### src/mem_pkg.sv
package mem_pkg;

    // Byte address on the memory bus and on both requester ports
    localparam int ADDR_BITS = 32;

    // One cacheline as the requesters see it
    localparam int LINE_BITS = 256;

    // One beat on the burst memory bus
    localparam int BEAT_BITS = 64;

    // Beats needed to move a whole line
    localparam int BEATS_PER_LINE = LINE_BITS / BEAT_BITS;

    // Width of a beat counter
    localparam int BEAT_IDX_BITS = $clog2(BEATS_PER_LINE);

    // Bytes in a line
    localparam int LINE_BYTES = LINE_BITS / 8;

    // Low address bits that are zero for a line-aligned address
    localparam int LINE_OFFSET_BITS = $clog2(LINE_BYTES);

    // Memory model and testbench rely on these sizes
    // 4 beats of 64 bits, 32-byte lines
    // Counter of 2 bits covers beats 0 to 3

    // Bus beat must be a whole number of bytes
    localparam int BEAT_BYTES = BEAT_BITS / 8;

    // Beat order on the bus is lowest beat first
    // Beat k of a line lives in line bits [k*64 +: 64]

    // Address is passed to the bus already line-aligned
    // Offset bits are cleared by the arbiter

endpackage

### src/burst_reader.sv
`timescale 1ns/1ns

module burst_reader
    import mem_pkg::*;
(
    input  logic                 clk,
    input  logic                 i_rst_n,
    // Granted read from the arbiter
    input  logic                 i_rd_start,
    input  logic [ADDR_BITS-1:0] i_sel_addr,
    // Memory bus command side
    input  logic                 i_bmem_ready,
    output logic [ADDR_BITS-1:0] o_bmem_addr,
    output logic                 o_bmem_read,
    // Memory bus return side
    input  logic [ADDR_BITS-1:0] i_bmem_raddr,
    input  logic [BEAT_BITS-1:0] i_bmem_rdata,
    input  logic                 i_bmem_rvalid,
    // Assembled line and its done pulse
    output logic [LINE_BITS-1:0] o_rd_line,
    output logic                 o_rd_done
);

    logic [LINE_BITS-1:0]     line_q;
    logic [ADDR_BITS-1:0]     addr_q;
    logic [BEAT_IDX_BITS-1:0] beat_cnt;
    // Command waiting for ready
    logic                     cmd_q;
    // Command taken, beats still due
    logic                     wait_q;
    logic                     raddr_match;
    logic                     beat_hit;
    logic                     last_beat;

    // Beats for another line are dropped
    assign raddr_match = (i_bmem_raddr == addr_q);
    assign beat_hit    = wait_q & i_bmem_rvalid & raddr_match;
    assign last_beat   = (beat_cnt == BEAT_IDX_BITS'(BEATS_PER_LINE - 1));

    always_ff @(posedge clk) begin
        if (!i_rst_n) begin
            cmd_q     <= 1'b0;
            wait_q    <= 1'b0;
            beat_cnt  <= '0;
            o_rd_done <= 1'b0;
        end else begin
            o_rd_done <= 1'b0;
            if (i_rd_start) begin
                cmd_q    <= 1'b1;
                beat_cnt <= '0;
            end else if (cmd_q && i_bmem_ready) begin
                // Accepted, now only beats matter
                cmd_q  <= 1'b0;
                wait_q <= 1'b1;
            end else if (beat_hit) begin
                beat_cnt <= beat_cnt + 1'b1;
                if (last_beat) begin
                    wait_q    <= 1'b0;
                    o_rd_done <= 1'b1;
                end
            end
        end
    end

    // Address latch and beat slots
    always_ff @(posedge clk) begin
        if (i_rd_start) begin
            addr_q <= i_sel_addr;
        end
        if (beat_hit) begin
            line_q[beat_cnt*BEAT_BITS +: BEAT_BITS] <= i_bmem_rdata;
        end
    end

    // Command held stable until ready
    assign o_bmem_read = cmd_q;
    assign o_bmem_addr = addr_q;
    assign o_rd_line   = line_q;

    // Memory returns our line only after the command is taken
    a_beat_window: assert property (@(posedge clk) disable iff (!i_rst_n)
        (i_bmem_rvalid && raddr_match) |-> wait_q);

endmodule

### src/burst_writer.sv
`timescale 1ns/1ns

module burst_writer
    import mem_pkg::*;
(
    input  logic                 clk,
    input  logic                 i_rst_n,
    // Granted write from the arbiter
    input  logic                 i_wr_start,
    input  logic [ADDR_BITS-1:0] i_sel_addr,
    input  logic [LINE_BITS-1:0] i_sel_wdata,
    // Memory bus
    input  logic                 i_bmem_ready,
    output logic [ADDR_BITS-1:0] o_bmem_addr,
    output logic                 o_bmem_write,
    output logic [BEAT_BITS-1:0] o_bmem_wdata,
    // Pulse after the last accepted beat
    output logic                 o_wr_done
);

    logic [LINE_BITS-1:0]     line_q;
    logic [ADDR_BITS-1:0]     addr_q;
    logic [BEAT_IDX_BITS-1:0] beat_cnt;
    logic                     active;
    logic                     beat_acc;
    logic                     last_beat;

    // Beat leaves when write and ready meet
    assign beat_acc  = active & i_bmem_ready;
    assign last_beat = (beat_cnt == BEAT_IDX_BITS'(BEATS_PER_LINE - 1));

    always_ff @(posedge clk) begin
        if (!i_rst_n) begin
            active    <= 1'b0;
            beat_cnt  <= '0;
            o_wr_done <= 1'b0;
        end else begin
            o_wr_done <= 1'b0;
            if (i_wr_start) begin
                // Beat zero goes out next cycle
                active   <= 1'b1;
                beat_cnt <= '0;
            end else if (beat_acc) begin
                beat_cnt <= beat_cnt + 1'b1;
                if (last_beat) begin
                    active    <= 1'b0;
                    o_wr_done <= 1'b1;
                end
            end
        end
    end

    // Line and address held for the whole burst
    always_ff @(posedge clk) begin
        if (i_wr_start) begin
            line_q <= i_sel_wdata;
            addr_q <= i_sel_addr;
        end
    end

    // Same line address on every beat
    assign o_bmem_write = active;
    assign o_bmem_addr  = addr_q;
    // Lowest beat first
    assign o_bmem_wdata = line_q[beat_cnt*BEAT_BITS +: BEAT_BITS];

    // Stalled beat keeps its data and address
    a_beat_hold: assert property (@(posedge clk) disable iff (!i_rst_n)
        (o_bmem_write && !i_bmem_ready) |=>
            (o_bmem_write && $stable(o_bmem_wdata) && $stable(o_bmem_addr)));

endmodule

### src/cacheline_adaptor.sv
`timescale 1ns/1ns

module cacheline_adaptor
    import mem_pkg::*;
(
    input  logic                 clk,
    input  logic                 i_rst_n,
    // Instruction side line port
    input  logic [ADDR_BITS-1:0] i_ifp_addr,
    input  logic                 i_ifp_read,
    output logic [LINE_BITS-1:0] o_ifp_rdata,
    output logic                 o_ifp_resp,
    // Data side line port
    input  logic [ADDR_BITS-1:0] i_dfp_addr,
    input  logic                 i_dfp_read,
    input  logic                 i_dfp_write,
    input  logic [LINE_BITS-1:0] i_dfp_wdata,
    output logic [LINE_BITS-1:0] o_dfp_rdata,
    output logic                 o_dfp_resp,
    // Burst memory bus
    output logic [ADDR_BITS-1:0] o_bmem_addr,
    output logic                 o_bmem_read,
    output logic                 o_bmem_write,
    output logic [BEAT_BITS-1:0] o_bmem_wdata,
    input  logic                 i_bmem_ready,
    input  logic [ADDR_BITS-1:0] i_bmem_raddr,
    input  logic [BEAT_BITS-1:0] i_bmem_rdata,
    input  logic                 i_bmem_rvalid
);

    // Arbiter to engines
    logic                 wr_start;
    logic                 rd_start;
    logic [ADDR_BITS-1:0] sel_addr;
    logic [LINE_BITS-1:0] sel_wdata;
    logic                 wr_done;
    logic                 rd_done;
    logic [LINE_BITS-1:0] rd_line;

    // Engine bus outputs before merging
    logic [ADDR_BITS-1:0] wr_addr;
    logic                 wr_write;
    logic [ADDR_BITS-1:0] rd_addr;
    logic                 rd_read;

    line_arbiter arbiter_i (
        .clk(clk),
        .i_rst_n(i_rst_n),
        .i_ifp_addr(i_ifp_addr),
        .i_ifp_read(i_ifp_read),
        .i_dfp_addr(i_dfp_addr),
        .i_dfp_read(i_dfp_read),
        .i_dfp_write(i_dfp_write),
        .i_dfp_wdata(i_dfp_wdata),
        .i_wr_done(wr_done),
        .i_rd_done(rd_done),
        .i_rd_line(rd_line),
        .o_wr_start(wr_start),
        .o_rd_start(rd_start),
        .o_sel_addr(sel_addr),
        .o_sel_wdata(sel_wdata),
        .o_ifp_rdata(o_ifp_rdata),
        .o_ifp_resp(o_ifp_resp),
        .o_dfp_rdata(o_dfp_rdata),
        .o_dfp_resp(o_dfp_resp)
    );

    burst_writer writer_i (
        .clk(clk),
        .i_rst_n(i_rst_n),
        .i_wr_start(wr_start),
        .i_sel_addr(sel_addr),
        .i_sel_wdata(sel_wdata),
        .i_bmem_ready(i_bmem_ready),
        .o_bmem_addr(wr_addr),
        .o_bmem_write(wr_write),
        .o_bmem_wdata(o_bmem_wdata),
        .o_wr_done(wr_done)
    );

    burst_reader reader_i (
        .clk(clk),
        .i_rst_n(i_rst_n),
        .i_rd_start(rd_start),
        .i_sel_addr(sel_addr),
        .i_bmem_ready(i_bmem_ready),
        .o_bmem_addr(rd_addr),
        .o_bmem_read(rd_read),
        .i_bmem_raddr(i_bmem_raddr),
        .i_bmem_rdata(i_bmem_rdata),
        .i_bmem_rvalid(i_bmem_rvalid),
        .o_rd_line(rd_line),
        .o_rd_done(rd_done)
    );

    // Address follows whichever engine drives a command
    assign o_bmem_addr  = wr_write ? wr_addr : rd_addr;
    assign o_bmem_read  = rd_read;
    assign o_bmem_write = wr_write;

    // Single open transaction keeps the engines apart on the bus
    a_bus_excl: assert property (@(posedge clk) disable iff (!i_rst_n)
        !(o_bmem_read && o_bmem_write));

endmodule

### src/line_arbiter.sv
`timescale 1ns/1ns

module line_arbiter
    import mem_pkg::*;
(
    input  logic                 clk,
    input  logic                 i_rst_n,
    // Instruction side, read only
    input  logic [ADDR_BITS-1:0] i_ifp_addr,
    input  logic                 i_ifp_read,
    // Data side
    input  logic [ADDR_BITS-1:0] i_dfp_addr,
    input  logic                 i_dfp_read,
    input  logic                 i_dfp_write,
    input  logic [LINE_BITS-1:0] i_dfp_wdata,
    // Completion from the engines
    input  logic                 i_wr_done,
    input  logic                 i_rd_done,
    input  logic [LINE_BITS-1:0] i_rd_line,
    // Start towards the engines
    output logic                 o_wr_start,
    output logic                 o_rd_start,
    output logic [ADDR_BITS-1:0] o_sel_addr,
    output logic [LINE_BITS-1:0] o_sel_wdata,
    // Responses back to the requesters
    output logic [LINE_BITS-1:0] o_ifp_rdata,
    output logic                 o_ifp_resp,
    output logic [LINE_BITS-1:0] o_dfp_rdata,
    output logic                 o_dfp_resp
);

    logic                 busy;
    // Owner of the open transaction, also the last-granted pointer
    logic                 owner_dfp;
    logic                 ifp_pend;
    logic                 dfp_pend;
    logic                 pick_dfp;
    logic                 any_done;
    logic [ADDR_BITS-1:0] pick_addr;

    assign ifp_pend = i_ifp_read;
    assign dfp_pend = i_dfp_read | i_dfp_write;

    // Data wins unless it won last time and the instruction side waits
    assign pick_dfp  = dfp_pend & (~ifp_pend | ~owner_dfp);
    assign pick_addr = pick_dfp ? i_dfp_addr : i_ifp_addr;
    assign any_done  = i_wr_done | i_rd_done;

    // Grant FSM, one transaction open at a time
    always_ff @(posedge clk) begin
        if (!i_rst_n) begin
            busy       <= 1'b0;
            // Cleared pointer means instruction side was last, so data goes first
            owner_dfp  <= 1'b0;
            o_wr_start <= 1'b0;
            o_rd_start <= 1'b0;
        end else begin
            o_wr_start <= 1'b0;
            o_rd_start <= 1'b0;
            if (busy) begin
                if (any_done) begin
                    busy <= 1'b0;
                end
            end else if (ifp_pend | dfp_pend) begin
                busy      <= 1'b1;
                owner_dfp <= pick_dfp;
                // Only data writes use the writer
                o_wr_start <= pick_dfp & i_dfp_write;
                o_rd_start <= ~(pick_dfp & i_dfp_write);
            end
        end
    end

    // Selected request, captured with the start pulse
    always_ff @(posedge clk) begin
        if (!busy && (ifp_pend || dfp_pend)) begin
            o_sel_addr  <= {pick_addr[ADDR_BITS-1:LINE_OFFSET_BITS], {LINE_OFFSET_BITS{1'b0}}};
            o_sel_wdata <= i_dfp_wdata;
        end
    end

    // Response lands in the done cycle
    assign o_ifp_resp  = any_done & ~owner_dfp;
    assign o_dfp_resp  = any_done & owner_dfp;
    // Line valid only with the response
    assign o_ifp_rdata = i_rd_line;
    assign o_dfp_rdata = i_rd_line;

    // Engines finish only an open transaction, and never both at once
    a_done_open: assert property (@(posedge clk) disable iff (!i_rst_n)
        (i_wr_done || i_rd_done) |-> (busy && !(i_wr_done && i_rd_done)));

endmodule

### config.mk
export PLATFORM = sky130hd
export DESIGN_NAME = cacheline_adaptor
export DESIGN_NICKNAME = d
export VERILOG_FILES = /design/src/mem_pkg.sv /design/src/burst_reader.sv /design/src/burst_writer.sv /design/src/cacheline_adaptor.sv /design/src/line_arbiter.sv
export SDC_FILE = /design/constraint.sdc
export NUM_CORES = 1
export LEC_CHECK = 0
export BUFFER_PORTS_ARGS = -buffer_cell sky130_fd_sc_hd__buf_4
export CORE_AREA = 2 2 407 409
export CTS_CLUSTER_SIZE = 12
export DETAILED_ROUTE_END_ITERATION = 16
export DIE_AREA = 0 0 409 411
export PLACE_DENSITY = 0.4
export SYNTH_ARGS = -nofsm -noshare
export SYNTH_HDL_FRONTEND = slang
export SYNTH_HIERARCHICAL = 1
export SYNTH_SLANG_ARGS = --single-unit
### constraint.sdc
create_clock -name clk -period 21.3 [get_ports clk]
set_input_delay 3.195 -clock clk [delete_from_list [all_inputs] [get_ports clk]]
set_output_delay 3.195 -clock clk [all_outputs]
set_load 0.01 [all_outputs]
======== Word-level counts from Yosys, hierarchy flattened ========
Cells that the tools add are included.
Widths: inputs -> output; s select.
word-level totals
  logic and storage cells ................. 81
  latch bits .............................. 0
  memory bits (writable) .................. 0
  memories kept ........................... 0
  bits of input ports ..................... 423
  flip-flop bits (word level) ............. 862
  bits in read-only memories .............. 0
cells by class
  reductions and logical operators ........ 18
  shift-type cells ........................ 3
  multiply operators ...................... 0
  div/mod/pow operators ................... 0
  bitwise operators ....................... 21
  eq/ne operators ......................... 3
  $lt $le $gt $ge ......................... 0
  add/subtract/negate cells ............... 3
  muxes and demuxes ....................... 16
operators by type and width
  cell                       number
  $bwmux 256                 1
  $shift 64x34->256 const A  1
  $shiftx 256x9->64          1
  $shiftx 64x34->256         1
  $mux 32                    2
  $neg 8->34                 1
  $eq 32x32->1               1
  $mux 1                     13
  $not 1->1                  10
  $reduce_bool 2->1          5
  $and 1x1->1                7
  $reduce_and 2->1           3
  $reduce_or 3->1            2
  $add 2x1->2 const B        2
  $eq 2x2->1 const B         2
  $or 1x1->1                 4
  $reduce_or 2->1            2
  $reduce_or 4->1            1
  $reduce_and 3->1           1
  $logic_and 1x1->1          2
  $logic_not 1->1            1
  $logic_or 1x1->1           1

======== Logic depth before layout (Yosys ltp) ========
  depth after elaboration ................. 5
  depth in mapped cells ................... 7
  mapped depth without buffers ............ 5

======== Modules after synthesis ========
The synthesis kept the hierarchy.
modules (own cells, without submodules)
  module             cells each  area each (um^2)  instances
  line_arbiter       849         13000.0           1
  burst_reader       654         11041.8           1
  burst_writer       383         10361.2           1
  cacheline_adaptor  36          544.3             1

======== Least setup slack after synthesis ========
Ideal clock, no wire load.
  path type ............................... input to register
  start point ............................. in i_dfp_write
  end point ............................... reg arbiter_i.o_sel_addr[10] (enable)
  path slack .............................. 5.303 ns
  setup time .............................. 0.938 ns
  required time ........................... 20.362 ns
  stages .................................. 2
  arrival time ............................ 15.060 ns
  path through ............................ nor3_1 -> nor2_1
on the way
  word-level cells in the longest chain between the ends .. 3
ends and longest elaborated chain
  element               line                     text
  from (decl)           cacheline_adaptor.sv:16  input logic i_dfp_write,
  $or 1x1->1            line_arbiter.sv:42       assign dfp_pend = i_dfp_read | i_dfp_write;
  $logic_or 1x1->1      line_arbiter.sv:76       if (!busy && (ifp_pend || dfp_pend)) begin
  $logic_and 1x1->1     line_arbiter.sv:76
  to (signal assigned)  line_arbiter.sv:77       o_sel_addr <= {pick_addr[ADDR_BITS-1:LINE_OFFSET_BITS], {LINE_OFFSET_BITS{1'b0}}};
  to (decl)             line_arbiter.sv:23       output logic [ADDR_BITS-1:0] o_sel_addr,
Every way passes these cells.
A chain may end at the register's enable or synchronous reset.

======== Final worst setup path ========
  start point ............................. reg writer_i.beat_cnt[0]
  end point ............................... out o_bmem_wdata[62]
on the way
  word-level cells in the longest chain between the ends .. 1
ends and longest elaborated chain
  element                 line                     text
  from (decl)             burst_writer.sv:23       logic [BEAT_IDX_BITS-1:0] beat_cnt;
  from (signal assigned)  burst_writer.sv:44       beat_cnt <= beat_cnt + 1'b1;
  $shiftx 256x9->64       burst_writer.sv:65       assign o_bmem_wdata = line_q[beat_cnt*BEAT_BITS +: BEAT_BITS];
  to (decl)               cacheline_adaptor.sv:24  output logic [BEAT_BITS-1:0] o_bmem_wdata,
Every way passes these cells.

==> summary.txt <==
Routing
  – Drt first pass iters: 5
  – 1st-iter DRT viols: 1,029
  – Routed wire per std cell: 24.6 um
  – Detailed-route via count: 17,400
  – Via density: 3.63
  – DRC violations left: 0
  – Detail Route Antenna Nets: 0
  – Routed WL: 118 mm

Timing
  – Period Utilization, post-route: 0.306
  – Clk_skew: 0.0681 ns
  – Final setup fails: 0
  – Final Hold Viols: 0
  – Fin crit period: 6.51 ns
  – Max-slew headroom: 0.341
  – Slew @ Worst Pin: 0.988 ns
  – Highest Clock Rate: 154 MHz
  – Setup_tns: 0 ns
  – Max-slew violations: 0
  – Setup slack after layout: 14.79 ns
  – Unrepaired setup endpoints after global routing: no
  – Hold slack: 0.409 ns

Layout
  – Layout cells sized above 1: 0.513
  – Area Growth Syn to Fin: 28.1%
  – Fin util: 0.273
  – # nets final: 2,940

Flow run
  – Max Cap Viol: 0

Floorplan
  – Die Ht: 411 um
  – Row count: 149
  – Die W: 409 um
  – Initial core utilization: 0.213
  – DIE AREA: 168,000 um2
  – CORE AREA: 164,000 um2
  – Ports: 1,035

Outcome
  – Status: finished clean

Global route
  – GRT Total Usage: 0.135
  – Top Usage Layer GRT: met2
  – GR Util met3: 0.0618
  – Global-route wire length before repair: 156 mm
  – Vias in the first global route: 17,900
  – Grt met1 use: 0.147
  – Initial antenna violation count: 20
  – Gr ovfl total: 0
  – M2 GR Usage: 0.233
  – Largest net degree at the start of global routing: 169

Synth
  – Mapped cell area: 34,900 um2
  – Asr flop ratio synth: 0
  – Post-synth top cells: edfxtp_1, buf_4, and2_1
  – Sequential cell area fraction in the yosys report: 0.746
  – Syn_area_per_cell: 18.2 um2
  – Area contributors post-synth: edfxtp_1, buf_4, and2_1
  – Main synth FF type: edfxtp_1
  – Unique masters post-synth: 39
  – Register bit total from synthesis: 872
  – Post-synthesis cell count: 1,922
  – Top-count cell post-synth: edfxtp_1
  – YS warnings: 6
  – Post-synth EDFFs: 859
  – Post-synth top area share: 0.738
  – Leading area contributor after synthesis: edfxtp_1

Critical path
  – CP Depth: 3
  – WS Path Type: flop to output pin
  – Largest fanout on the critical path: 34
  – Critical path's largest stage delay: 0.83 ns
  – Worst Setup End Kind: output pin
  – Buf/Inv on CP: 2
  – Worst Path Required: 18.11 ns
  – Critical-path top delay cell: dfxtp_4
  – Startpoint Class: flop
  – Critical path arrival: 3.32 ns
  – Crit-path leading delay family: buffers and inverters
  – Worst Reg-to-Reg Cells: 6
  – Crit path top cell by count: buf_4
  – CP cell instances: buf_4 > mux4_2 > buf_4

Clock network
  – Clk_lat worst skew: 0.73 ns
  – CTS root buffer: clkbuf_16
  – Hold buffers post-CTS: 0
  – CTS Buf Count: 101
  – Post_cts resized: 0
  – Clock slew at reported path FFs: 0.06 ns
  – CTS H-tree depth: 3
  – Clk sinks: 872
  – Postcts setup bufs: 0
  – CTS tree: yes
  – Max Root-Sink Buffers: 3

Min path
  – Worst Hold Class: flop to flop
  – Hold Path Depth: 0

Placement
  – Setup Slack @ Placement: 14.55 ns
  – GP Congestion: 0.930
  – Port Buffers: 1,024
  – DPL Wire Length: 90.2 mm

Power
  – Max IR drop VDD: 0.0657 mV
  – Leakage: 15.8 nW
  – Total power: 0.00388 W
  – Power per Cell Area: 86.7 nW/um2
==> worst paths after layout <==
kind	start	end	slack, ns
max	writer_i/beat_cnt[0]$_SDFFE_PP0P_	o_bmem_wdata[62]	14.79
min	arbiter_i/o_sel_wdata[141]$_DFFE_PP_	writer_i/line_q[141]$_DFFE_PP_	0.41
max reg2reg	reader_i/o_bmem_addr[18]$_DFFE_PP_	reader_i/o_rd_line[202]$_DFFE_PP_	17.47
min reg2reg	arbiter_i/o_sel_wdata[141]$_DFFE_PP_	writer_i/line_q[141]$_DFFE_PP_	0.41
==> layer usage <==
| layer | vias up | part of all wire |
|---|---|---|
| li1 | 7688 | - |
| met1 | 8694 | 0.37 |
| met2 | 772 | 0.50 |
| met3 | 174 | 0.10 |
| met4 | 28 | 0.029 |
| met5 | - | 0.0014 |
==> power breakdown <==
part	total (W)	internal (W)	switching, W
clock network	0.00174	0.00101	0.000727
registers	0.00197	0.00195	0.0000197
logic	0.000170	0.0000910	0.0000793
==> flip-flops by register name, indices dropped and copies added, names as in the netlist <==
name / count
reader_i/o_bmem_addr: 32
writer_i/o_wr_done: 1
reader_i/beat_cnt: 2
arbiter_i/o_rd_start: 1
arbiter_i/o_wr_start: 1
reader_i/o_rd_line: 256
reader_i/wait_q: 1
arbiter_i/o_sel_wdata: 256
writer_i/o_bmem_addr: 32
arbiter_i/owner_dfp: 1
writer_i/o_bmem_write: 1
arbiter_i/o_sel_addr: 27
writer_i/line_q: 256
writer_i/beat_cnt: 2
reader_i/o_rd_done: 1
arbiter_i/busy: 1
reader_i/o_bmem_read: 1
==> area by class of cell <==
cell class                 instances  area, um2
inverter                           5       18.8
fill                           16600     119000
antenna                            5       12.5
tap                             2189       2740
clock buffer                     129       2650
multi-input combinational        486       4730
clock inverter                    56        679
sequential                       872      26100
timing repair buffer            1045       7860
==> cells in the final DEF, fill, tap and decap left out, types with 6 or more instances in the layout <==
| cell | netlist | layout |
|---|---|---|
| mux4_2 | 64 | 64 |
| clkbuf_16 | 0 | 102 |
| edfxtp_1 | 859 | 859 |
| ha_1 | 6 | 6 |
| dfxtp_1 | 13 | 8 |
| clkbuf_1 | 26 | 27 |
| buf_4 | 518 | 1044 |
| bufinv_16 | 0 | 10 |
| clkinv_16 | 0 | 6 |
| mux2_2 | 9 | 9 |
| and2_1 | 260 | 256 |
| xnor2_1 | 16 | 16 |
| clkinv_2 | 0 | 14 |
| xor2_1 | 16 | 16 |
| nor4_1 | 7 | 7 |
| clkinv_1 | 0 | 19 |
| mux2_4 | 50 | 50 |
==> metrics by stage <==
step | instance area (um2) | cells
after floorplan | 35000 | 1926
after global placement | 41400 | 4597
after detailed placement | 41400 | 4597
after CTS | 44700 | 4782
after global routing | 44700 | 4782
final | 44800 | 4787
==> logic make-up (layout without fill, tap and decap cells) <==
logic type                 after synthesis  in the layout  share of synthesized area
DFF                                    872            872                      0.746
buffers and inverters                  568           1235                      0.121
xor gates and xnor gates                32             32                    0.00802
other                                    1             10                   0.000107
AOI/OAI and AO/OA                       19             19                    0.00487
and+or+nand+nor                        301            301                     0.0531
adders and majority gates                6              6                    0.00215
muxes                                  123            123                     0.0656
(Power assumes the default switching activity.)
